File: config.mk
export PLATFORM = sky130hd
export DESIGN_NAME = lsu_top
export DESIGN_NICKNAME = d
export VERILOG_FILES = /design/src/hw/lsu_pkg.sv /design/src/hw/lsu_store_align.sv /design/src/hw/lsu_load_align.sv /design/src/hw/lsu_ctrl_fsm.sv /design/src/hw/lsu_top.sv
export SDC_FILE = /design/constraint.sdc
export NUM_CORES = 1
export LEC_CHECK = 0
export BUFFER_PORTS_ARGS = -buffer_cell sky130_fd_sc_hd__clkbuf_2
export CAP_MARGIN = 20
export CORE_MARGIN = 8
export CORE_UTILIZATION = 40
export CTS_BUF_LIST = sky130_fd_sc_hd__clkbuf_8
export DETAILED_ROUTE_END_ITERATION = 7
export PLACE_DENSITY = 0.83
export SLEW_MARGIN = 5
export SYNTH_ARGS = -nofsm -noshare
export SYNTH_HDL_FRONTEND = slang
export SYNTH_SLANG_ARGS = --single-unit
File: constraint.sdc
create_clock -name clk -period 4.8 [get_ports clk]
set_input_delay 0.48 -clock clk [delete_from_list [all_inputs] [get_ports clk]]
set_output_delay 0.48 -clock clk [all_outputs]
set_load 0.02 [all_outputs]
File: src/hw/lsu_pkg.sv
// shared widths and encodings for the load/store unit
// design exists at 32 bits only, no other width is supported
// size encoding 2'b11 is not named and decodes as a byte

package lsu_pkg;

  ////////////////////////////////////////////////////////////////////////////
  // widths
  ////////////////////////////////////////////////////////////////////////////

  localparam int ADDR_W = 32;           // byte address
  localparam int DATA_W = 32;           // bus word
  localparam int BE_W   = DATA_W / 8;   // one enable per byte lane
  localparam int BYTE_W = 8;
  localparam int HALF_W = 16;

  ////////////////////////////////////////////////////////////////////////////
  // encodings
  ////////////////////////////////////////////////////////////////////////////

  // access size from execute stage
  typedef enum logic [1:0] {
    SIZE_WORD = 2'b00,
    SIZE_HALF = 2'b01,
    SIZE_BYTE = 2'b10
  } data_type_e;

  // bus request fsm
  typedef enum logic [1:0] {
    ST_IDLE,                  // nothing outstanding
    ST_WAIT_RVALID,           // granted, waiting on response
    ST_WAIT_RVALID_EX_STALL,  // granted while ex stalled
    ST_IDLE_EX_STALL          // response in, ex still stalled
  } lsu_state_e;

endpackage

File: src/hw/lsu_store_align.sv
// store side byte enables and write data lane rotation
// aligned accesses only, misaligned offsets give undefined lanes
// purely combinational from the execute stage inputs

`timescale 1ns/1ps

module lsu_store_align (
  input  lsu_pkg::data_type_e             data_type_ex_i,   // access size
  input  logic [1:0]                      addr_off_i,       // byte offset in word
  input  logic [lsu_pkg::DATA_W-1:0]      data_wdata_ex_i,  // unaligned store data
  output logic [lsu_pkg::BE_W-1:0]        data_be_o,
  output logic [lsu_pkg::DATA_W-1:0]      data_wdata_o
);

  ////////////////////////////////////////////////////////////////////////////
  // byte enables
  ////////////////////////////////////////////////////////////////////////////

  always_comb
  begin
    case (data_type_ex_i)
      lsu_pkg::SIZE_WORD:
      begin
        data_be_o = '1;                                  // all four lanes
      end
      lsu_pkg::SIZE_HALF:
      begin
        data_be_o = addr_off_i[1] ? 4'b1100 : 4'b0011;  // upper or lower pair
      end
      default:
      begin
        // byte, also the unnamed 2'b11 code
        data_be_o = lsu_pkg::BE_W'(1) << addr_off_i;
      end
    endcase
  end

  // rotate left so low bytes of the data land on the enabled lanes
  always_comb
  begin
    case (addr_off_i)
      2'b00:   data_wdata_o = data_wdata_ex_i;
      2'b01:   data_wdata_o = {data_wdata_ex_i[23:0], data_wdata_ex_i[31:24]};
      2'b10:   data_wdata_o = {data_wdata_ex_i[15:0], data_wdata_ex_i[31:16]};
      default: data_wdata_o = {data_wdata_ex_i[7:0],  data_wdata_ex_i[31:8]};
    endcase
  end

endmodule

File: src/hw/lsu_load_align.sv
// load side extraction, sign extension and held result
// access info is captured on the grant and used in the response cycle
// halfword offsets must have bit 0 clear, words must be word aligned

`timescale 1ns/1ps

module lsu_load_align (
  input  logic                            clk,
  input  logic                            rst_n,
  input  logic                            grant_accept_i,      // req and gnt both high
  input  lsu_pkg::data_type_e             data_type_ex_i,
  input  logic [1:0]                      addr_off_i,
  input  logic                            data_sign_ext_ex_i,
  input  logic                            data_we_ex_i,
  input  logic                            data_rvalid_i,
  input  logic [lsu_pkg::DATA_W-1:0]      data_rdata_i,
  output logic [lsu_pkg::DATA_W-1:0]      data_rdata_ex_o
);

  lsu_pkg::data_type_e                type_q;      // size of the outstanding access
  logic [1:0]                         off_q;       // its byte offset
  logic                               sign_q;
  logic                               we_q;        // outstanding access is a store

  logic [lsu_pkg::DATA_W-1:0]         rdata_half;  // word shifted down to the halfword
  logic [lsu_pkg::DATA_W-1:0]         rdata_byte;  // word shifted down to the byte
  logic [lsu_pkg::DATA_W-1:0]         rdata_ext;
  logic [lsu_pkg::DATA_W-1:0]         rdata_q;     // result held for the pipeline

  ////////////////////////////////////////////////////////////////////////////
  // access info, one request outstanding at most
  ////////////////////////////////////////////////////////////////////////////

  always_ff @(posedge clk or negedge rst_n)
  begin
    if (!rst_n)
    begin
      type_q <= lsu_pkg::SIZE_WORD;
      off_q  <= 2'b00;
      sign_q <= 1'b0;
      we_q   <= 1'b0;
    end
    else if (grant_accept_i)
    begin
      type_q <= data_type_ex_i;
      off_q  <= addr_off_i;
      sign_q <= data_sign_ext_ex_i;
      we_q   <= data_we_ex_i;
    end
  end

  // halfword picks on offset bit 1 only
  assign rdata_half = data_rdata_i >> {off_q[1], 4'b0000};
  assign rdata_byte = data_rdata_i >> {off_q, 3'b000};

  always_comb
  begin
    case (type_q)
      lsu_pkg::SIZE_WORD:
      begin
        rdata_ext = data_rdata_i;
      end
      lsu_pkg::SIZE_HALF:
      begin
        rdata_ext = {{(lsu_pkg::DATA_W - lsu_pkg::HALF_W){sign_q & rdata_half[15]}},
                     rdata_half[lsu_pkg::HALF_W-1:0]};
      end
      default:
      begin
        rdata_ext = {{(lsu_pkg::DATA_W - lsu_pkg::BYTE_W){sign_q & rdata_byte[7]}},
                     rdata_byte[lsu_pkg::BYTE_W-1:0]};
      end
    endcase
  end

  // keep the last load result, store responses leave it alone
  always_ff @(posedge clk)
  begin
    if (data_rvalid_i && !we_q)
      rdata_q <= rdata_ext;
  end

  assign data_rdata_ex_o = data_rvalid_i ? rdata_ext : rdata_q;  // bypass in rvalid cycle

endmodule

File: src/hw/lsu_ctrl_fsm.sv
// bus request control for a req/gnt/rvalid data bus
// one request outstanding, response at least one cycle after grant
// data_err_i is only meaningful together with data_gnt_i

`timescale 1ns/1ps

module lsu_ctrl_fsm (
  input  logic clk,
  input  logic rst_n,
  input  logic data_req_ex_i,    // ex stage wants an access
  input  logic data_we_ex_i,     // store when high
  input  logic ex_valid_i,       // ex stage advances this cycle
  input  logic data_gnt_i,
  input  logic data_rvalid_i,
  input  logic data_err_i,
  output logic data_req_o,
  output logic grant_accept_o,   // request taken by the bus
  output logic lsu_ready_ex_o,
  output logic lsu_ready_wb_o,
  output logic load_err_o,
  output logic store_err_o,
  output logic busy_o
);

  lsu_pkg::lsu_state_e state_q;
  lsu_pkg::lsu_state_e state_d;

  always_ff @(posedge clk or negedge rst_n)
  begin
    if (!rst_n)
      state_q <= lsu_pkg::ST_IDLE;
    else
      state_q <= state_d;
  end

  ////////////////////////////////////////////////////////////////////////////
  // next state and handshake outputs
  ////////////////////////////////////////////////////////////////////////////

  always_comb
  begin
    state_d        = state_q;
    data_req_o     = 1'b0;
    lsu_ready_ex_o = 1'b1;
    lsu_ready_wb_o = 1'b1;

    case (state_q)
      lsu_pkg::ST_IDLE:
      begin
        if (data_req_ex_i)
        begin
          data_req_o     = 1'b1;
          lsu_ready_ex_o = data_gnt_i;   // ex holds until granted
          if (data_gnt_i)
            state_d = ex_valid_i ? lsu_pkg::ST_WAIT_RVALID
                                 : lsu_pkg::ST_WAIT_RVALID_EX_STALL;
        end
      end

      lsu_pkg::ST_WAIT_RVALID:
      begin
        lsu_ready_wb_o = data_rvalid_i;  // wb waits on the response
        if (data_rvalid_i)
        begin
          state_d = lsu_pkg::ST_IDLE;
          // chain the next access into the response cycle
          if (data_req_ex_i)
          begin
            data_req_o     = 1'b1;
            lsu_ready_ex_o = data_gnt_i;
            if (data_gnt_i)
              state_d = ex_valid_i ? lsu_pkg::ST_WAIT_RVALID
                                   : lsu_pkg::ST_WAIT_RVALID_EX_STALL;
          end
        end
      end

      lsu_pkg::ST_WAIT_RVALID_EX_STALL:
      begin
        // no new request here, the ex stage still holds the old access
        if (data_rvalid_i)
          state_d = ex_valid_i ? lsu_pkg::ST_IDLE : lsu_pkg::ST_IDLE_EX_STALL;
        else if (ex_valid_i)
          state_d = lsu_pkg::ST_WAIT_RVALID;   // stall gone, plain wait
      end

      lsu_pkg::ST_IDLE_EX_STALL:
      begin
        if (ex_valid_i)
          state_d = lsu_pkg::ST_IDLE;
      end

      default:
      begin
        state_d = lsu_pkg::ST_IDLE;
      end
    endcase
  end

  assign grant_accept_o = data_req_o & data_gnt_i;

  // bus errors come with the grant
  assign load_err_o  = data_gnt_i & data_err_i & ~data_we_ex_i;
  assign store_err_o = data_gnt_i & data_err_i &  data_we_ex_i;

  assign busy_o = (state_q != lsu_pkg::ST_IDLE) | data_req_o;

endmodule

File: src/hw/lsu_top.sv
// load/store unit between the execute stage and a req/gnt/rvalid bus
// address arrives finished from ex, aligned accesses only
// words need addr[1:0] zero, halfwords addr[0] zero

`timescale 1ns/1ps

module lsu_top (
  input  logic                        clk,
  input  logic                        rst_n,

  // execute stage side
  input  logic                        data_req_ex_i,
  input  logic                        data_we_ex_i,
  input  lsu_pkg::data_type_e         data_type_ex_i,
  input  logic                        data_sign_ext_ex_i,
  input  logic [lsu_pkg::ADDR_W-1:0]  data_addr_ex_i,
  input  logic [lsu_pkg::DATA_W-1:0]  data_wdata_ex_i,
  input  logic                        ex_valid_i,
  output logic [lsu_pkg::DATA_W-1:0]  data_rdata_ex_o,
  output logic                        lsu_ready_ex_o,
  output logic                        lsu_ready_wb_o,
  output logic                        load_err_o,
  output logic                        store_err_o,
  output logic                        busy_o,

  // data bus
  output logic                        data_req_o,
  output logic [lsu_pkg::ADDR_W-1:0]  data_addr_o,
  output logic                        data_we_o,
  output logic [lsu_pkg::BE_W-1:0]    data_be_o,
  output logic [lsu_pkg::DATA_W-1:0]  data_wdata_o,
  input  logic                        data_gnt_i,
  input  logic                        data_rvalid_i,
  input  logic                        data_err_i,
  input  logic [lsu_pkg::DATA_W-1:0]  data_rdata_i
);

  logic grant_accept;   // fsm to load side capture

  assign data_addr_o = data_addr_ex_i;
  assign data_we_o   = data_we_ex_i;

  lsu_store_align u_store_align (
    .data_type_ex_i  (data_type_ex_i),
    .addr_off_i      (data_addr_ex_i[1:0]),
    .data_wdata_ex_i (data_wdata_ex_i),
    .data_be_o       (data_be_o),
    .data_wdata_o    (data_wdata_o)
  );

  lsu_load_align u_load_align (
    .clk                (clk),
    .rst_n              (rst_n),
    .grant_accept_i     (grant_accept),
    .data_type_ex_i     (data_type_ex_i),
    .addr_off_i         (data_addr_ex_i[1:0]),
    .data_sign_ext_ex_i (data_sign_ext_ex_i),
    .data_we_ex_i       (data_we_ex_i),
    .data_rvalid_i      (data_rvalid_i),
    .data_rdata_i       (data_rdata_i),
    .data_rdata_ex_o    (data_rdata_ex_o)
  );

  lsu_ctrl_fsm u_ctrl_fsm (
    .clk            (clk),
    .rst_n          (rst_n),
    .data_req_ex_i  (data_req_ex_i),
    .data_we_ex_i   (data_we_ex_i),
    .ex_valid_i     (ex_valid_i),
    .data_gnt_i     (data_gnt_i),
    .data_rvalid_i  (data_rvalid_i),
    .data_err_i     (data_err_i),
    .data_req_o     (data_req_o),
    .grant_accept_o (grant_accept),
    .lsu_ready_ex_o (lsu_ready_ex_o),
    .lsu_ready_wb_o (lsu_ready_wb_o),
    .load_err_o     (load_err_o),
    .store_err_o    (store_err_o),
    .busy_o         (busy_o)
  );

endmodule

Yosys cells after proc, flatten, opt, wreduce, memory -nomap -nowiden:

Cells that the tools add are included.

* eq/ne operators: 12
* shift-type cells: 3
* muxes and demuxes: 23
* bitwise gates (word level): 8
* reduce and logical (&&, ||, !) cells: 8

Operator list (count)
* 32-bit case mux with 3 select lines: 1
* 32-bit case mux with 2 select lines: 1
* 32-bit two-way mux: 1
* 32-bit by 5-bit right shift with 16-bit output: 1
* 32-bit by 5-bit right shift with 8-bit output: 1
* 2-bit two-way mux: 10
* 2-bit by 1-bit == test with 1-bit output (second input constant): 4
* 2-bit zero test: 4
* 2-bit != test (second input constant): 4
* 2-bit case mux with 4 select lines: 1
* 4-bit case mux with 2 select lines: 1
* 1-bit AND: 6
* 2-bit == test (second input constant): 3
* 1-bit two-way mux: 5
* 5-bit AND reduction: 1
* 4-bit two-way mux: 1
* 1-bit case mux with 2 select lines: 2
* 1-bit by 2-bit left shift with 4-bit output (first input constant): 1
* 3-bit != test (second input constant): 1
* 2-bit nonzero test: 1
* 1-bit logical AND: 1
* 1-bit zero test: 1
* 1-bit NOT: 1
* 1-bit bitwise OR: 1

* bits in registers: 40
* input port bits: 107
* output and inout bits: 107
* word-level logic and storage cells: 60

Depth between registers and ports, before layout:

Gate-level depths: netlist (run 1).

* depth in word-level cells: 5
* gate-level depth with buffers: 6
* gate-level depth less buffers: 4

Hierarchy:

Synthesis (run 1) repeated with hierarchy kept, for this count alone.

* cell total of the unflattened synthesis: 361
* area total of the unflattened synthesis: 3871.2 µm²

By module, submodules not included
* lsu_load_align: instances 1, cells each 263, area each 2553.7 µm², sequential area each 1111.1 µm²
* lsu_store_align: instances 1, cells each 47, area each 908.4 µm², sequential area each 0.0 µm²
* lsu_top: instances 1, cells each 33, area each 247.7 µm², sequential area each 0.0 µm²
* lsu_ctrl_fsm: instances 1, cells each 18, area each 161.4 µm², sequential area each 50.0 µm²

Worst setup path after synthesis (run 1):

Ideal clock, no wire load.

* path type: input to register
* from: in data_rvalid_i
* to: reg u_load_align.rdata_q[0] (netlist name) (enable)
* setup time: 0.425 ns
* arrival: 2.351 ns
* data required time: 4.375 ns
* path slack: 2.024 ns
* stages: 3
* buffers on the path: 2
* path through: buf_2 -> clkbuf_1 -> nor2b_1

* word-level cells in the longest chain between the ends: 1

Ends and longest elaborated chain
* start: declaration: line lsu_top.sv:33 `input logic data_rvalid_i,`
* 1-bit logical AND: line lsu_load_align.sv:79 `if (data_rvalid_i && !we_q)`
* end signal: assignment: line lsu_load_align.sv:80 `rdata_q <= rdata_ext;`
* end: declaration: line lsu_load_align.sv:28 `logic [lsu_pkg::DATA_W-1:0] rdata_q;`

Every way passes these cells.
A chain may end at the register's enable or synchronous reset.

Worst setup path after layout (run 1):

* from: reg u_load_align.type_q[1]
* to: out data_rdata_ex_o[2] (netlist name)

* word-level cells in the longest chain between the ends: 3
* elaborated cells on any way between the ends: 4
* classes of those cells: eq/ne (1); mux (2); reduce/logical (1)

Ends and longest elaborated chain
* start: declaration: line lsu_load_align.sv:20 `lsu_pkg::data_type_e type_q;`
* start signal: assignment: line lsu_load_align.sv:38 `type_q <= lsu_pkg::SIZE_WORD;`
* start signal: assignment: line lsu_load_align.sv:45 `type_q <= data_type_ex_i;`
* 2-bit by 1-bit == test with 1-bit output / 2-bit zero test (equally long branches): line lsu_load_align.sv:58 `case (type_q)`
* 32-bit case mux with 2 select lines *: line lsu_load_align.sv:58
* net u_load_align.rdata_ext (one bit): line lsu_load_align.sv:27 `logic [lsu_pkg::DATA_W-1:0] rdata_ext;`
* 32-bit two-way mux *: line lsu_load_align.sv:83 `assign data_rdata_ex_o = data_rvalid_i ? rdata_ext : rdata_q;`
* end: declaration: line lsu_top.sv:19 `output logic [lsu_pkg::DATA_W-1:0] data_rdata_ex_o,`

Mark *: on every way through the listed nets, which the timed path passes. The rest lies on a longest branch.

==> results of run 1 <==
[layer usage]
layer  up-vias  part of all wire  global-route usage
met2       194              0.49               0.277
met4         0            0.0087              0.0299
met5         -                 0                   0
met1      1405              0.38               0.184
met3        13              0.13              0.0651
li1       1364                 -                   -
[kinds of logic (layout without fill, tap and decap cells)]
kind of cell	after synthesis	count (layout)
compound gates	44	44
buf+inv	57	165
flops	40	40
mux	74	74
simple gates	98	98
[area by class of cell]
class / count / area [um^2]
clock inverter: 3 / 16.3
timing repair buffer: 155 / 793
tap: 108 / 135
multi-input combinational: 216 / 2020
clock buffer: 5 / 68.8
fill: 791 / 4440
inverter: 2 / 7.51
sequential: 40 / 1160
[layout by cell type, fill, tap and decap left out, types with 12 or more instances in the layout]
cell type	netlist	routed
mux2_2	23	23
edfxtp_1	32	32
clkbuf_2	0	153
o21ai_0	19	19
nand2_1	55	55
mux2i_1	18	18
mux4_2	32	32
nor2_1	12	12
or3b_2	16	16
[worst max-delay path by stage]
stage	startpoint	to	slack, ps	cells past startpoint
global placement	u_load_align.type_q[1]$_DFFE_PN0P_	data_rdata_ex_o[6]	2190	5
detailed placement	u_load_align.type_q[1]$_DFFE_PN0P_	data_rdata_ex_o[2]	2110	5
CTS	u_load_align.type_q[1]$_DFFE_PN0P_	data_rdata_ex_o[0]	1770	5
global route	u_load_align.type_q[1]$_DFFE_PN0P_	data_rdata_ex_o[0]	1580	5
floorplan	data_rvalid_i	u_load_align.rdata_q[0]$_DFFE_PP_	2020	3
finish	u_load_align.type_q[1]$_DFFE_PN0P_	data_rdata_ex_o[2]	1760	5
[flip-flops by register name (all words and copies together), names as in the netlist]
signal / flops
u_load_align.off_q: 2
u_load_align.rdata_q: 32
u_load_align.type_q: 2
u_load_align.we_q: 1
u_load_align.sign_q: 1
u_ctrl_fsm.state_q: 2
[stage by stage]
stage	setup slack, ps	std cells	instance area [um^2]	util	hold slack [ps]
floorplan	2020	313	3540	-	184
global placement	2190	520	4090	0.474	335
detailed placement	2110	520	4090	0.474	339
CTS	1770	528	4180	0.484	20.0
global route	1580	529	4200	0.486	15.6
finish	1760	529	4200	0.486	26.0
[report_power, final]
part | switching (mW) | internal, mW | leakage [nW]
registers | 0.0589 | 0.466 | 0.403
logic | 0.392 | 0.283 | 1.52
clock network | 0.117 | 0.0995 | 0.0453
==> results.cfg, run 1 <==
[outcome]
outcome = complete, no violations

[timing]
clock_skew_ps = 11.7
relSlewSlack = 0.311
period_share = 0.633
finalSetupViolCount = 0
tightest_slew_ps = 1030
hold_violations = 0
tns_ps = 0
fin_crit_ps = 3040
clock.fmax_ghz = 0.329
slew_viol_final = 0
rsz0062_at_grt = no

[pwr]
p_total_mw = 1.42
ir_worst_vdd_uv = 144
p_per_area_mw_per_mm2 = 337
static-leakage-power_nw = 1.97

[clock_tree]
cts_sinks = 40
cts_tree = built
cts_max_level = 2
cts_root_buf = clkbuf_8
cts_setup_buffers = 0
cts_buffer_depth = 2
cts_hold_buf = 0
insertion_delay_ps = 300
cts.clk_slew.worst_paths_ps = 70
post_cts_resized = 0
numCtsBuffers = 5

[grt]
grt_pass1_wl_um = 15400
antenna_found_initial = 0
grt_pass1_vias = 3035
grt_start_max_net_pins = 54
grt_usage = 0.160
grt_overflow = 0

[setup_path]
worst-endpoint-arrival_ps = 2560
slowest_stage = dfrtp_1
crit_path_end_kind = primary output
critPathMaxStageDelay_ps = 1030
start_kind = flop
critPathRequiredTime_ps = 4320
reg2reg_to = u_load_align.rdata_q[2]$_DFFE_PP_
cp_top_family = flip-flops
path_max_fanout = 33
crit_chain = a21o_1 -> o21ai_1 -> a221o_1 -> mux2_2 -> clkbuf_2
rrSetupSlack_ps = 2700
rr_worst_depth = 3
criticalPathCategory = reg2out
rr_startpoint = u_load_align.type_q[1]$_DFFE_PN0P_
crit_buf_inv = 1

[synth]
netlist_area_mm2 = 0.00354
syn-num-nets = 420
synth-seq-cells = 40
synthArstFlopShare = 0.200
ys_top_cells_by_area = edfxtp_1 (27%), mux4_2 (20%), mux2_2 (7.3%), buf_4 (7.2%), nand2_1 (5.8%)
yosys.area_share.simple = 0.141
synth_top_family_by_area = multiplexers
synthDistinctLibCells = 35
synth_top_area_frac = 0.271
avgSynthCellArea_um2 = 11.3
post-synth-top-count-cell = nand2_1
synthCells = 313
ys_seq_area_frac = 0.328
synth_warnings = 0
synth_compound_gate_area_share = 0.0933
synthTopCellsByCount = nand2_1 (55), buf_4 (34), edfxtp_1 (32), mux4_2 (32), mux2_2 (23)
synth_top_area_cell = edfxtp_1
synthMuxAreaShare = 0.334
synthXorXnorAreaFrac = 0
ys.flop_type = edfxtp_1
synth_edf_count = 32
synthAdderAreaFrac = 0

[job]
max-cap-violations = 0

[floorplanning]
io_pins = 214
die_area_mm2 = 0.0121
die_y_um = 110
rows = 34
core_area_mm2 = 0.00864
die_w_um = 110
initial_core_util = 0.410

[detailed_routing]
ant_nets = 0
drtPass1Iterations = 4
drc_errors = 0
vias = 2976
drt_iter0_markers = 140
routedWlPerCell_um = 18.9
drt_wl_total_um = 9980
vias_per_cell = 5.63

[placed_design]
gp_congestion = 0.833
hpwl_um = 8080
numPortBuffers = 153

[finish]
layout.nets = 527
diodes = 0
area_delta_synth_final_pct = 18.6
drive_gt1_frac = 0.596

[worst_hold_path]
hp-class = in2async
Power figures use the tool's default switching activity.
==> run 2, diff against run 1 <==
clock period = 3.08 ns   (was 4.8 ns; I/O delays follow)
==> run 2 against run 1 <==
First-iteration DRC count down 28%. Non-clock buffer count rose by 3. Hold slack improved by 200 ps. Clock power rose by 68%. Count of clock-buffer cells in the layout increased by 1. Clock skew fell by 2.8 ps. Largest cell class unchanged. Register-to-register slack lost 1600 ps. Die area unchanged. Sequential share of layout area fell by 0.16 points.
==> results.cfg, run 2 (same netlist as run 1, synthesis figures left out) <==
[timing]
fin_crit_ps = 2610
clock.fmax_ghz = 0.383
tightest_slew_ps = 977
rsz0062_at_grt = no
period_share = 0.848
relSlewSlack = 0.349
slew_viol_final = 0
clock_skew_ps = 8.87
tns_ps = 0
finalSetupViolCount = 0
hold_violations = 0

[floorplanning]
io_pins = 214
die_area_mm2 = 0.0121
die_w_um = 110
core_area_mm2 = 0.00864
rows = 34
initial_core_util = 0.410
die_y_um = 110

[setup_path]
worst-endpoint-arrival_ps = 2300
criticalPathCategory = reg2out
crit_chain = mux2i_1 -> o32a_4 -> o21ai_2 -> mux2_2 -> clkbuf_2
crit_path_end_kind = primary output
critPathMaxStageDelay_ps = 760
slowest_stage = dfrtp_1
path_max_fanout = 13
critPathRequiredTime_ps = 2770
start_kind = flop

[clock_tree]
cts_max_level = 2
cts_buffer_depth = 2
cts.clk_slew.worst_paths_ps = 80
numCtsBuffers = 5
cts_sinks = 40
cts_root_buf = clkbuf_8
insertion_delay_ps = 290
cts_tree = built
cts_setup_buffers = 0

[detailed_routing]
routedWlPerCell_um = 19.3
drt_iter0_markers = 101
drtPass1Iterations = 4
vias_per_cell = 5.73
ant_nets = 0
drc_errors = 0
drt_wl_total_um = 10300
vias = 3056

[finish]
area_delta_synth_final_pct = 19.3
largest_reg_flops = 32
top_register = u_load_align.rdata_q
register_area_mm2 = 0.00116
drive_gt1_frac = 0.597
multi_input_area_mm2 = 0.00202
final_common_cell = clkbuf_2
final_cell_mix = clkbuf_2 (153), nand2_1 (55), mux4_2 (32), edfxtp_1 (32), mux2_2 (23)
fill_cells = 772
layout.nets = 530

[pwr]
swShare = 0.399
ir_worst_vdd_uv = 190
p_clk_frac = 0.162
p_sw_mw = 0.895
p_int_mw = 1.35
seqPwrFrac = 0.360
p_per_area_mw_per_mm2 = 532
static-leakage-power_nw = 1.99
p_total_mw = 2.24
p_comb_frac = 0.477

[grt]
grt_overflow = 0
grt_pass1_vias = 3145
grt_pass1_wl_um = 16100
antenna_found_initial = 1
grt_start_max_net_pins = 38
grt_usage = 0.168

[worst_hold_path]
hp-class = in2reg

[placed_design]
hpwl_um = 8360
numPortBuffers = 153
gp_congestion = 0.871

[outcome]
outcome = complete, no violations

[job]
max-cap-violations = 0
run 2: cell types whose count changed in the layout (fill, tap and decap cells not counted), sizes merged:
cell         delta
dlygate4sd3     +1
clkinv          -1
diode           +1
clkbuf          +1
buf             +2
run 2: routing by layer:
layer	GRT usage	up-vias	wire (um)
li1	-	1368	-
met1	0.185	1467	3760
met2	0.282	193	4900
met3	0.0616	28	1350
met4	0.0800	0	289
met5	0	-	0
run 2: critical path, delay by kind of cell, from the launching register on:
family / cells / cell delay, ps
flops: 1 / 760
mux: 2 / 720
compound gates: 2 / 380
buf+inv: 1 / 160
run 2: cell type report:
| class | instances | share of cell area |
|---|---|---|
| diodes | 1 | 0.000593 |
| clock buffers | 6 | 0.0196 |
| clock inverters | 2 | 0.00267 |
| inverters | 2 | 0.00178 |
| multi-input cells | 216 | 0.477 |
| flip-flops and latches | 40 | 0.275 |
| well taps | 108 | 0.0320 |
| repair buffers | 158 | 0.191 |
run 2: power groups by stage:
stage / registers, mW / clock network (mW) / logic [mW]
after floorplan: 0.769 / 0 / 0.848
after global placement: 0.814 / 0 / 1.05
after detailed placement: 0.819 / 0 / 1.07
after CTS: 0.808 / 0.373 / 1.08
after global routing: 0.822 / 0.397 / 1.16
final: 0.809 / 0.364 / 1.07
run 2: timing repair:
| item | in CTS | in global routing |
|---|---|---|
| gates resized for setup | 0 | 0 |
| hold buffers | 1 | 0 |
| endpoints found under the hold margin | 8 | 0 |
run 2: stage by stage:
step	instances	hold slack [ps]	worst slack, ps	instance area, um^2	utilization
3_3_place_gp	523	170	893	4120	0.477
2_1_floorplan	313	12.4	476	3540	-
6_report	533	228	468	4220	0.489
5_1_grt	533	230	361	4220	0.489
4_1_cts	532	218	454	4220	0.489
3_5_place_dp	523	169	786	4120	0.477
run 2: final timing paths:
check	cells after the start	startpoint	slack (ps)	end
min reg2reg	1	u_load_align.we_q$_DFFE_PN0P_	530	u_load_align.we_q$_DFFE_PN0P_
max	5	u_load_align.off_q[1]$_DFFE_PN0P_	470	data_rdata_ex_o[10]
min in group asynchronous	2	rst_n	390	u_ctrl_fsm.state_q[0]$_DFFE_PN0P_
min	2	ex_valid_i	230	u_ctrl_fsm.state_q[1]$_DFFE_PN0P_
max in group asynchronous	2	rst_n	2500	u_load_align.off_q[0]$_DFFE_PN0P_
max reg2reg	4	u_load_align.off_q[1]$_DFFE_PN0P_	1100	u_load_align.rdata_q[18]$_DFFE_PP_
